===== config.mk =====
export PLATFORM = sky130hd
export DESIGN_NAME = lpif_link_top
export DESIGN_NICKNAME = d
export VERILOG_FILES = /design/src/hdl/lpif_link_pkg.sv /design/src/hdl/ll_auto_sync.sv /design/src/hdl/lpif_link_top.sv /design/src/hdl/lpif_rx_unstripe.sv /design/src/hdl/lpif_tx_stripe.sv
export SDC_FILE = /design/constraint.sdc
export NUM_CORES = 1
export LEC_CHECK = 0
export BUFFER_PORTS_ARGS = -buffer_cell sky130_fd_sc_hd__buf_2
export CORE_AREA = 2 2 227 229
export CTS_BUF_LIST = sky130_fd_sc_hd__clkbuf_8
export DETAILED_ROUTE_END_ITERATION = 8
export DIE_AREA = 0 0 229 231
export GPL_TIMING_DRIVEN = 1
export MAX_ROUTING_LAYER = met4
export PLACE_DENSITY = 0.53
export SLEW_MARGIN = 25
export SYNTH_ARGS = -nofsm -noshare
export SYNTH_HDL_FRONTEND = slang
export SYNTH_SLANG_ARGS = --single-unit

===== constraint.sdc =====
create_clock -name clk_wr -period 1.9 [get_ports clk_wr]
set_input_delay 0.19 -clock clk_wr [delete_from_list [all_inputs] [get_ports clk_wr]]
set_output_delay 0.19 -clock clk_wr [all_outputs]
set_load 0.02 [all_outputs]

===== src/hdl/lpif_link_pkg.sv =====
//////////////////////////////////////////////////
// Shared definitions for the LPIF link
// Lane geometry and user data width
// User stream struct and the flit union
// PHY bus and delay types
//////////////////////////////////////////////////

`default_nettype none

package lpif_link_pkg;

  //////////////////////////////////////////////////
  // Lane geometry

  localparam int NUM_LANES    = 4;
  localparam int LANE_WIDTH   = 40;
  // Lane width minus strobe and marker
  localparam int LANE_PAYLOAD = 38;
  localparam int STB_BIT      = 38;
  localparam int MRK_BIT      = 39;

  localparam int DATA_WIDTH   = 64;

  //////////////////////////////////////////////////
  // User stream

  typedef struct packed {
    logic [3:0]            state;
    logic [1:0]            protid;
    logic [DATA_WIDTH-1:0] data;
    logic                  dvalid;
    logic [15:0]           crc;
    logic                  crc_valid;
    logic                  valid;
  } lpif_stream_t;

  // Payload bits carried by all lanes together
  localparam int FLIT_WIDTH = NUM_LANES * LANE_PAYLOAD;
  localparam int FLIT_PAD   = FLIT_WIDTH - $bits(lpif_stream_t);

  typedef struct packed {
    logic [FLIT_PAD-1:0] pad;
    lpif_stream_t        strm;
  } lpif_flit_fields_t;

  // Same flit seen as stream fields or as lane payloads, lane 0 lowest
  typedef union packed {
    lpif_flit_fields_t                       fields;
    logic [NUM_LANES-1:0][LANE_PAYLOAD-1:0]  lanes;
  } lpif_flit_u;

  //////////////////////////////////////////////////
  // PHY side and configuration

  typedef logic [NUM_LANES-1:0][LANE_WIDTH-1:0] phy_bus_t;

  // Word alignment delay in clock edges
  typedef logic [7:0] delay_t;

endpackage

`default_nettype wire


===== src/hdl/ll_auto_sync.sv =====
//////////////////////////////////////////////////
// Auto sync for the LPIF link
// TX and RX online delay counters
// Persistent strobe and alternating marker
//////////////////////////////////////////////////

`timescale 1ns/1ns
`default_nettype none

module ll_auto_sync (
  input  logic                  clk_wr,
  input  logic                  rst_n,
  input  logic                  tx_online,
  input  logic                  rx_online,
  input  lpif_link_pkg::delay_t delay_x_value,
  input  lpif_link_pkg::delay_t delay_xz_value,
  input  lpif_link_pkg::delay_t delay_yz_value,
  output logic                  tx_online_delay,
  output logic                  rx_online_delay,
  output logic                  tx_auto_stb_userbit,
  output logic                  tx_auto_mrk_userbit
);

  import lpif_link_pkg::*;

  // Index 0 is TX, index 1 is RX
  logic [1:0]               online_in;
  logic [1:0]               online_q;
  // One bit wider than delay_t so the RX sum cannot wrap
  logic [$bits(delay_t):0]  wait_target [2];
  logic                     mrk_q;

  assign online_in      = {rx_online, tx_online};
  assign wait_target[0] = {1'b0, delay_xz_value};
  assign wait_target[1] = {1'b0, delay_x_value} + {1'b0, delay_yz_value};

  //////////////////////////////////////////////////
  // Online delay per direction

  for (genvar i = 0; i < 2; i++) begin : g_dir
    logic [$bits(delay_t):0] wait_cnt;
    logic                    on_q;

    // Counter stops at the target, then the delayed online goes high
    always_ff @(posedge clk_wr or negedge rst_n) begin
      if (!rst_n) begin
        wait_cnt <= '0;
        on_q     <= 1'b0;
      end else if (!online_in[i]) begin
        wait_cnt <= '0;
        on_q     <= 1'b0;
      end else if (wait_cnt >= wait_target[i]) begin
        on_q     <= 1'b1;
      end else begin
        wait_cnt <= wait_cnt + 1'b1;
      end
    end

    assign online_q[i] = on_q;
  end

  assign tx_online_delay = online_q[0];
  assign rx_online_delay = online_q[1];

  //////////////////////////////////////////////////
  // Strobe and marker

  // Phase flop, low on the first online cycle
  always_ff @(posedge clk_wr or negedge rst_n) begin
    if (!rst_n) begin
      mrk_q <= 1'b0;
    end else if (!tx_online_delay) begin
      mrk_q <= 1'b0;
    end else begin
      mrk_q <= ~mrk_q;
    end
  end

  // Strobe held for as long as TX is online
  assign tx_auto_stb_userbit = tx_online_delay;
  assign tx_auto_mrk_userbit = tx_online_delay & ~mrk_q;

endmodule

`default_nettype wire


===== src/hdl/lpif_link_top.sv =====
//////////////////////////////////////////////////
// LPIF link top level
// Auto sync, TX stripe and RX unstripe
//////////////////////////////////////////////////

`timescale 1ns/1ns
`default_nettype none

module lpif_link_top (
  input  logic                        clk_wr,
  input  logic                        rst_n,

  // Link control
  input  logic                        tx_online,
  input  logic                        rx_online,
  input  lpif_link_pkg::delay_t       delay_x_value,
  input  lpif_link_pkg::delay_t       delay_xz_value,
  input  lpif_link_pkg::delay_t       delay_yz_value,

  // User streams
  input  lpif_link_pkg::lpif_stream_t dstrm,
  output lpif_link_pkg::lpif_stream_t ustrm,

  // PHY lanes
  output lpif_link_pkg::phy_bus_t     tx_phy,
  input  lpif_link_pkg::phy_bus_t     rx_phy,

  // Debug status
  output logic [31:0]                 tx_downstream_debug_status,
  output logic [31:0]                 rx_upstream_debug_status
);

  logic tx_online_delay;
  logic rx_online_delay;
  logic tx_auto_stb_userbit;
  logic tx_auto_mrk_userbit;

  //////////////////////////////////////////////////
  // Auto sync

  ll_auto_sync u_auto_sync (
    .clk_wr              (clk_wr),
    .rst_n               (rst_n),
    .tx_online           (tx_online),
    .rx_online           (rx_online),
    .delay_x_value       (delay_x_value),
    .delay_xz_value      (delay_xz_value),
    .delay_yz_value      (delay_yz_value),
    .tx_online_delay     (tx_online_delay),
    .rx_online_delay     (rx_online_delay),
    .tx_auto_stb_userbit (tx_auto_stb_userbit),
    .tx_auto_mrk_userbit (tx_auto_mrk_userbit)
  );

  //////////////////////////////////////////////////
  // Data path

  lpif_tx_stripe u_tx_stripe (
    .clk_wr                     (clk_wr),
    .rst_n                      (rst_n),
    .dstrm                      (dstrm),
    .tx_online_delay            (tx_online_delay),
    .tx_auto_stb_userbit        (tx_auto_stb_userbit),
    .tx_auto_mrk_userbit        (tx_auto_mrk_userbit),
    .tx_phy                     (tx_phy),
    .tx_downstream_debug_status (tx_downstream_debug_status)
  );

  lpif_rx_unstripe u_rx_unstripe (
    .clk_wr                   (clk_wr),
    .rst_n                    (rst_n),
    .rx_phy                   (rx_phy),
    .rx_online_delay          (rx_online_delay),
    .ustrm                    (ustrm),
    .rx_upstream_debug_status (rx_upstream_debug_status)
  );

endmodule

`default_nettype wire


===== src/hdl/lpif_rx_unstripe.sv =====
//////////////////////////////////////////////////
// RX unstriping of the upstream stream
// Lane gather and upstream register
// Lane agreement check
// Received word and mismatch counters
//////////////////////////////////////////////////

`timescale 1ns/1ns
`default_nettype none

module lpif_rx_unstripe (
  input  logic                        clk_wr,
  input  logic                        rst_n,
  input  lpif_link_pkg::phy_bus_t     rx_phy,
  input  logic                        rx_online_delay,
  output lpif_link_pkg::lpif_stream_t ustrm,
  output logic [31:0]                 rx_upstream_debug_status
);

  import lpif_link_pkg::*;

  lpif_flit_u           rx_flit;
  logic [NUM_LANES-1:1] lane_mismatch;
  logic                 rx_live;
  logic                 mismatch_seen;
  logic [15:0]          rx_word_cnt;
  logic [15:0]          rx_err_cnt;

  //////////////////////////////////////////////////
  // Lane gather

  always_comb begin
    for (int i = 0; i < NUM_LANES; i++) begin
      rx_flit.lanes[i] = rx_phy[i][LANE_PAYLOAD-1:0];
    end
    // Lane 0 is the reference for strobe and marker
    for (int i = 1; i < NUM_LANES; i++) begin
      lane_mismatch[i] = (rx_phy[i][STB_BIT] != rx_phy[0][STB_BIT]) ||
                         (rx_phy[i][MRK_BIT] != rx_phy[0][MRK_BIT]);
    end
  end

  assign rx_live       = rx_online_delay & rx_phy[0][STB_BIT];
  assign mismatch_seen = rx_online_delay & (|lane_mismatch);

  // Upstream word, zero unless the lanes are live
  always_ff @(posedge clk_wr or negedge rst_n) begin
    if (!rst_n) begin
      ustrm <= '0;
    end else if (rx_live) begin
      ustrm <= rx_flit.fields.strm;
    end else begin
      ustrm <= '0;
    end
  end

  //////////////////////////////////////////////////
  // Debug status

  // Received valid words, wraps
  always_ff @(posedge clk_wr or negedge rst_n) begin
    if (!rst_n) begin
      rx_word_cnt <= '0;
    end else if (rx_live && rx_flit.fields.strm.valid) begin
      rx_word_cnt <= rx_word_cnt + 16'd1;
    end
  end

  // Mismatch cycles, saturates at all ones
  always_ff @(posedge clk_wr or negedge rst_n) begin
    if (!rst_n) begin
      rx_err_cnt <= '0;
    end else if (mismatch_seen && (rx_err_cnt != 16'hffff)) begin
      rx_err_cnt <= rx_err_cnt + 16'd1;
    end
  end

  assign rx_upstream_debug_status = {rx_err_cnt, rx_word_cnt};

endmodule

`default_nettype wire


===== src/hdl/lpif_tx_stripe.sv =====
//////////////////////////////////////////////////
// TX striping of the downstream stream
// Flit packing onto the PHY lanes
// Downstream word counter
//////////////////////////////////////////////////

`timescale 1ns/1ns
`default_nettype none

module lpif_tx_stripe (
  input  logic                        clk_wr,
  input  logic                        rst_n,
  input  lpif_link_pkg::lpif_stream_t dstrm,
  input  logic                        tx_online_delay,
  input  logic                        tx_auto_stb_userbit,
  input  logic                        tx_auto_mrk_userbit,
  output lpif_link_pkg::phy_bus_t     tx_phy,
  output logic [31:0]                 tx_downstream_debug_status
);

  import lpif_link_pkg::*;

  lpif_flit_u tx_flit;
  phy_bus_t   tx_phy_nxt;

  //////////////////////////////////////////////////
  // Lane packing

  always_comb begin
    tx_flit             = '0;
    tx_flit.fields.strm = dstrm;
    for (int i = 0; i < NUM_LANES; i++) begin
      tx_phy_nxt[i][LANE_PAYLOAD-1:0] = tx_flit.lanes[i];
      // Every lane carries the same strobe and marker
      tx_phy_nxt[i][STB_BIT]          = tx_auto_stb_userbit;
      tx_phy_nxt[i][MRK_BIT]          = tx_auto_mrk_userbit;
    end
  end

  // Lanes stay quiet until the link is aligned
  always_ff @(posedge clk_wr or negedge rst_n) begin
    if (!rst_n) begin
      tx_phy <= '0;
    end else if (!tx_online_delay) begin
      tx_phy <= '0;
    end else begin
      tx_phy <= tx_phy_nxt;
    end
  end

  //////////////////////////////////////////////////
  // Debug status

  // Valid words sent while online, wraps
  always_ff @(posedge clk_wr or negedge rst_n) begin
    if (!rst_n) begin
      tx_downstream_debug_status <= '0;
    end else if (tx_online_delay && dstrm.valid) begin
      tx_downstream_debug_status <= tx_downstream_debug_status + 32'd1;
    end
  end

endmodule

`default_nettype wire


# ---- Word level (Yosys, flattened, before mapping)
# Cells that the tools add are included.
dict set report classes {
  n_bitwise 4
  reduce_logical 7
  magnitude_cmp 2
  mux 11
  eq_ne 11
  addsub 6
}
# op count
set ops {}
lappend ops {{160-bit two-way mux} 1}
lappend ops {{89-bit two-way mux} 1}
lappend ops {{9-bit two-way mux} 4}
lappend ops {{16-bit by 1-bit adder with 16-bit output (second input constant)} 2}
lappend ops {{32-bit by 1-bit adder with 32-bit output (second input constant)} 1}
lappend ops {{9-bit by 1-bit adder with 9-bit output (second input constant)} 2}
lappend ops {{16-bit != test (second input constant)} 1}
lappend ops {{8-bit by 8-bit adder with 9-bit output} 1}
lappend ops {{9-bit by 8-bit greater-or-equal comparator with 1-bit output} 1}
lappend ops {{9-bit greater-or-equal comparator} 1}
lappend ops {{1-bit != test} 6}
lappend ops {{1-bit two-way mux} 5}
lappend ops {{2-bit by 1-bit != test with 1-bit output (second input constant)} 2}
lappend ops {{2-bit != test (second input constant)} 2}
lappend ops {{1-bit AND} 3}
lappend ops {{1-bit logical AND} 3}
lappend ops {{1-bit logical OR} 3}
lappend ops {{3-bit OR reduction} 1}
lappend ops {{1-bit NOT} 1}
dict set report word_totals {
  inputBits 277
  reg_bits 334
  output_inout_bits 313
}

# ---- Logic depth before layout (Yosys ltp)
dict set report depth {
  depth_word 5
  mapped_depth 15
  mapped_depth_nobuf 14
}

# ---- Hierarchy
# From an unflattened synthesis, not the netlist that was laid out.
dict set report hier_totals {
  cells_unflattened 915
  hier_area_um2 11058.1
}
# mod area_each_um2 n_inst cells_each
set by_module_without_submodules {}
lappend by_module_without_submodules {lpif_tx_stripe 4928.5 1 395}
lappend by_module_without_submodules {lpif_rx_unstripe 4366.7 1 327}
lappend by_module_without_submodules {ll_auto_sync 1762.9 1 193}

# ---- Least setup slack after synthesis
# No wires, ideal clock.
dict set report synth_timing {
  path_type {input to register}
  startpoint {input delay_x_value[0]}
  endpoint {register u_auto_sync.g_dir[1].wait_cnt[4]}
  path_slack_ns -1.059
  required_ns 1.823
  setup_time_ns 0.077
  t_arrival_ns 2.882
  stages 15
  cell_sequence {ha_1 -> inv_1 -> fa_1 -> nor2b_1 -> o21ai_0 -> a21boi_0 -> o21ai_0 -> a21bo_2 -> ha_1 -> a21oi_1 -> o21ai_0 -> a41o_1 -> buf_2 -> or4_1 -> a21oi_1}
}
dict set report synth_via {
  elab_chain_len 3
}
# item line_no
set synth_lines {}
lappend synth_lines {{start, declared} lpif_link_top.sv:16} ;# input lpif_link_pkg::delay_t delay_x_value,
lappend synth_lines {{8-bit by 8-bit adder with 9-bit output} ll_auto_sync.sv:35} ;# assign wait_target[1] = {1'b0, delay_x_value} + {1'b0, delay_yz_value};
lappend synth_lines {{9-bit greater-or-equal comparator} ll_auto_sync.sv:52} ;# end else if (wait_cnt >= wait_target[i]) begin
lappend synth_lines {{2-bit != test (no line)} -}
lappend synth_lines {{end signal, assigned} ll_auto_sync.sv:55} ;# wait_cnt <= wait_cnt + 1'b1;
lappend synth_lines {{end, declared} ll_auto_sync.sv:41} ;# logic [$bits(delay_t):0] wait_cnt;
# No other way between the ends.
# A chain may end at the register's enable or synchronous reset.

# ---- Worst setup path in the final report
dict set report layout_timing {
  startpoint {input delay_yz_value[0]}
  endpoint {register u_auto_sync.g_dir[1].wait_cnt[6]}
}
dict set report layout_via {
  elab_chain_len 3
}
# item line_no
set layout_lines {}
lappend layout_lines {{start, declared} lpif_link_top.sv:18} ;# input lpif_link_pkg::delay_t delay_yz_value,
lappend layout_lines {{8-bit by 8-bit adder with 9-bit output} ll_auto_sync.sv:35}
lappend layout_lines {{9-bit greater-or-equal comparator} ll_auto_sync.sv:52}
lappend layout_lines {{2-bit != test (no line)} -}
# No other way between the ends.

==> reports/qor.csv <==
metric,value,unit
status,finished with violations,
violations,setup timing,
fin_crit_sh,123,%
fin_skew,0.0336,ns
ys_ff_latch,264,
power_density,725,nW/um2
ys_types,51,
cts_root_buf,clkbuf_8,
syn_inst,916,
antenna_found_initial,3,
grt_first_pass_wirelength,53.9,mm
ir_worst_vdd,0.432,mV
insertion_delay,0.60,ns
clockBufferDepth,3,
slew_viol_final,0,
area_growth,60.8,%
start_util,21.5,%
seq_area_frac_synth,60.6,%
final_nets,1961,
drc,0,
layout_common_cells,"buf_2, dfrtp_1, dlygate4sd3_1, and3_1, and2_1",
drv_cap,0,
hold_violations,0,
end_kind,register,
cts.sinks,264,
cts_max_level,2,
grt_use_total,13.1,%
max_freq,427,MHz
synth_warnings,0,
overflow,0,
routabilityCongestion,0.834,
synth_ff_type,dfrtp_1,
setup_viol,18,
drt-initial-drc-count,317,
drtPass1Iterations,4,
drtAntennaViolNets,0,
p_leak,9.90,nW
die_x,229,um
min_path_type,input pin to register,
dieHeight,231,um
clk_pin_slew,0.06,ns
rows,83,
port_buffers,463,
critical_path.startpoint_type,input pin,
routed_wl,34.9,mm
cp_data_required_time,2.43,ns
rsz0062_at_grt,yes,
post_drt_via_cell_ratio,3.93,
cts_buffers,49,
cts_tree,done,
core,50700,um2
crit_type,input pin to register,
async_reset_ff_share,100,%
dieArea,52900,um2
arrival,2.87,ns
setup_ws,-0.439,ns
syn_area,10900,um2
wire_per_inst,14.7,um
n_fill_cell,5070,
first_global_vias,9865,
dp_hpwl,24.7,mm
drive_gt1_share,40.1,%
relSlewSlack,61.9,%
min_period,2.34,ns
layout_commonest_cell,buf_2,
num_io_pins,590,
vias,9323,
ys_top_cells_by_area,"dfrtp_1, and3_1, and2_1, buf_4, ha_1",
grt_max_degree,91,
place_area,14300,um2
worst_pin_slew,0.572,ns
finish.instance_area,17500,um2
synth_edf_count,0,
critPathMaxFanout,5,
synth_largest_area_cell,dfrtp_1,
syn_area_per_cell,11.9,um2
dp_slack,-1.12,ns
synth_top_area_share,60.6,%
-- through the flow --
| stage | hold slack [ns] | setup TNS, ns | utilization, % | total power, mW | std cells |
|---|---|---|---|---|---|
| 2_1_floorplan | -0.106 | -6.86 | - | 6.51 | 978 |
| 3_3_place_gp | 0.192 | -10.69 | 28.3 | 7.06 | 2087 |
| 3_5_place_dp | 0.196 | -11.21 | 28.3 | 7.08 | 2087 |
| 4_1_cts | 0.0369 | -2.53 | 34.3 | 12.9 | 2366 |
| 5_1_grt | 0.0962 | -4.92 | 34.6 | 13.4 | 2371 |
| 6_report | 0.113 | -3.30 | 34.6 | 12.7 | 2371 |
-- routing by layer --
layer  global-route usage, %  vias up  part of all wire [%]
li1                        -     4432                     -
met4                    5.30        0                   3.0
met5                       -        -                     0
met3                    3.06       66                   6.2
met2                    22.7      331                    50
met1                    14.7     4494                    40
-- final timing paths --
| kind | cells after the start | end | slack (ns) | start |
|---|---|---|---|---|
| max reg2reg | 7 | u_auto_sync.g_dir[1].wait_cnt[6] | -0.09 | u_auto_sync.g_dir[1].wait_cnt[8] |
| min reg2reg | 1 | u_rx_unstripe.rx_word_cnt[15] | 0.48 | u_rx_unstripe.rx_word_cnt[15] |
| min | 4 | u_rx_unstripe.rx_word_cnt[4] | 0.11 | rx_phy[38] |
| max | 16 | u_auto_sync.g_dir[1].wait_cnt[6] | -0.44 | delay_yz_value[0] |
| min in group asynchronous | 2 | u_rx_unstripe.ustrm[73] | 0.14 | rst_n |
| max in group asynchronous | 3 | u_rx_unstripe.ustrm[12] | 1.09 | rst_n |
-- sequential cells by signal, summed over array words and instances, names as in the netlist --
| signal | count |
|---|---|
| u_rx_unstripe.rx_word_cnt | 16 |
| u_tx_stripe.tx_downstream_debug_status | 32 |
| u_auto_sync.rx_online_delay | 1 |
| u_rx_unstripe.rx_err_cnt | 16 |
| u_auto_sync.g_dir.wait_cnt | 18 |
| u_auto_sync.tx_auto_stb_userbit | 1 |
| u_rx_unstripe.ustrm | 89 |
| u_tx_stripe.tx_phy | 91 |
-- repair_timing --
action	4_1_cts	5_1_grt
pin swaps	29	14
endpoints found under the setup margin	20	26
hold buffers	186	0
resized for setup	32	26
cloned	1	0
hold endpoints to repair	425	0
setup buffers	5	3
-- logic make-up after synthesis --
logic type                 Yosys count  synth area share (%)
xor gates and xnor gates            66                  5.30
DFF                                264                  60.6
other                                1                0.0344
muxes                               15                  1.46
buffers and inverters              129                  6.97
adders and majority gates           31                  3.62
and+or+nand+nor                    366                  19.3
AOI/OAI and AO/OA                   44                  2.76
-- cells in the mapped netlist (all sizes together) (3+ instances only) --
master	count
mux2i	11
xnor2	35
dfrtp	264
buf	76
nor2b	4
nand2b	10
and2	91
and4	9
and3	105
nand4	19
nand2	52
o21ai	7
a21o	3
mux2	4
xor2	31
clkbuf	31
ha	30
nor4	6
inv	22
a21boi	3
nor2	29
a21oi	16
nand3	23
nor3	9
or4	4
o31ai	4
-- worst max-delay path, cell delays in order --
cell and delay, ns:
buf_8 0.07, ha_4 0.13, inv_2 0.03, fa_2 0.34, nor2b_2 0.13, o21ai_2 0.07
a21boi_2 0.16, o31ai_2 0.08, o2bb2ai_1 0.14, ha_1 0.34, a21oi_2 0.17, o21ai_2 0.07
a41o_1 0.24, buf_6 0.14, or4_4 0.42, a21oi_2 0.15
-- final cells by class --
cell class                      count  area, um2  area share, %
Sequential cell                   264       6610           37.7
Clock inverter                     28        153          0.870
Multi-Input combinational cell    586       4130           23.5
Inverter                           22       82.6          0.471
Antenna cell                        2       5.00         0.0285
Clock buffer                       59        812           4.63
Tap cell                          680        851           4.85
Timing Repair Buffer              730       4900           27.9
-- power breakdown --
group          switching (mW)  internal [mW]  total [mW]
clock network            2.42           2.94        5.36
logic                   0.787          0.779        1.57
registers              0.0649           5.71        5.78
Power figures use the tool's default switching activity.
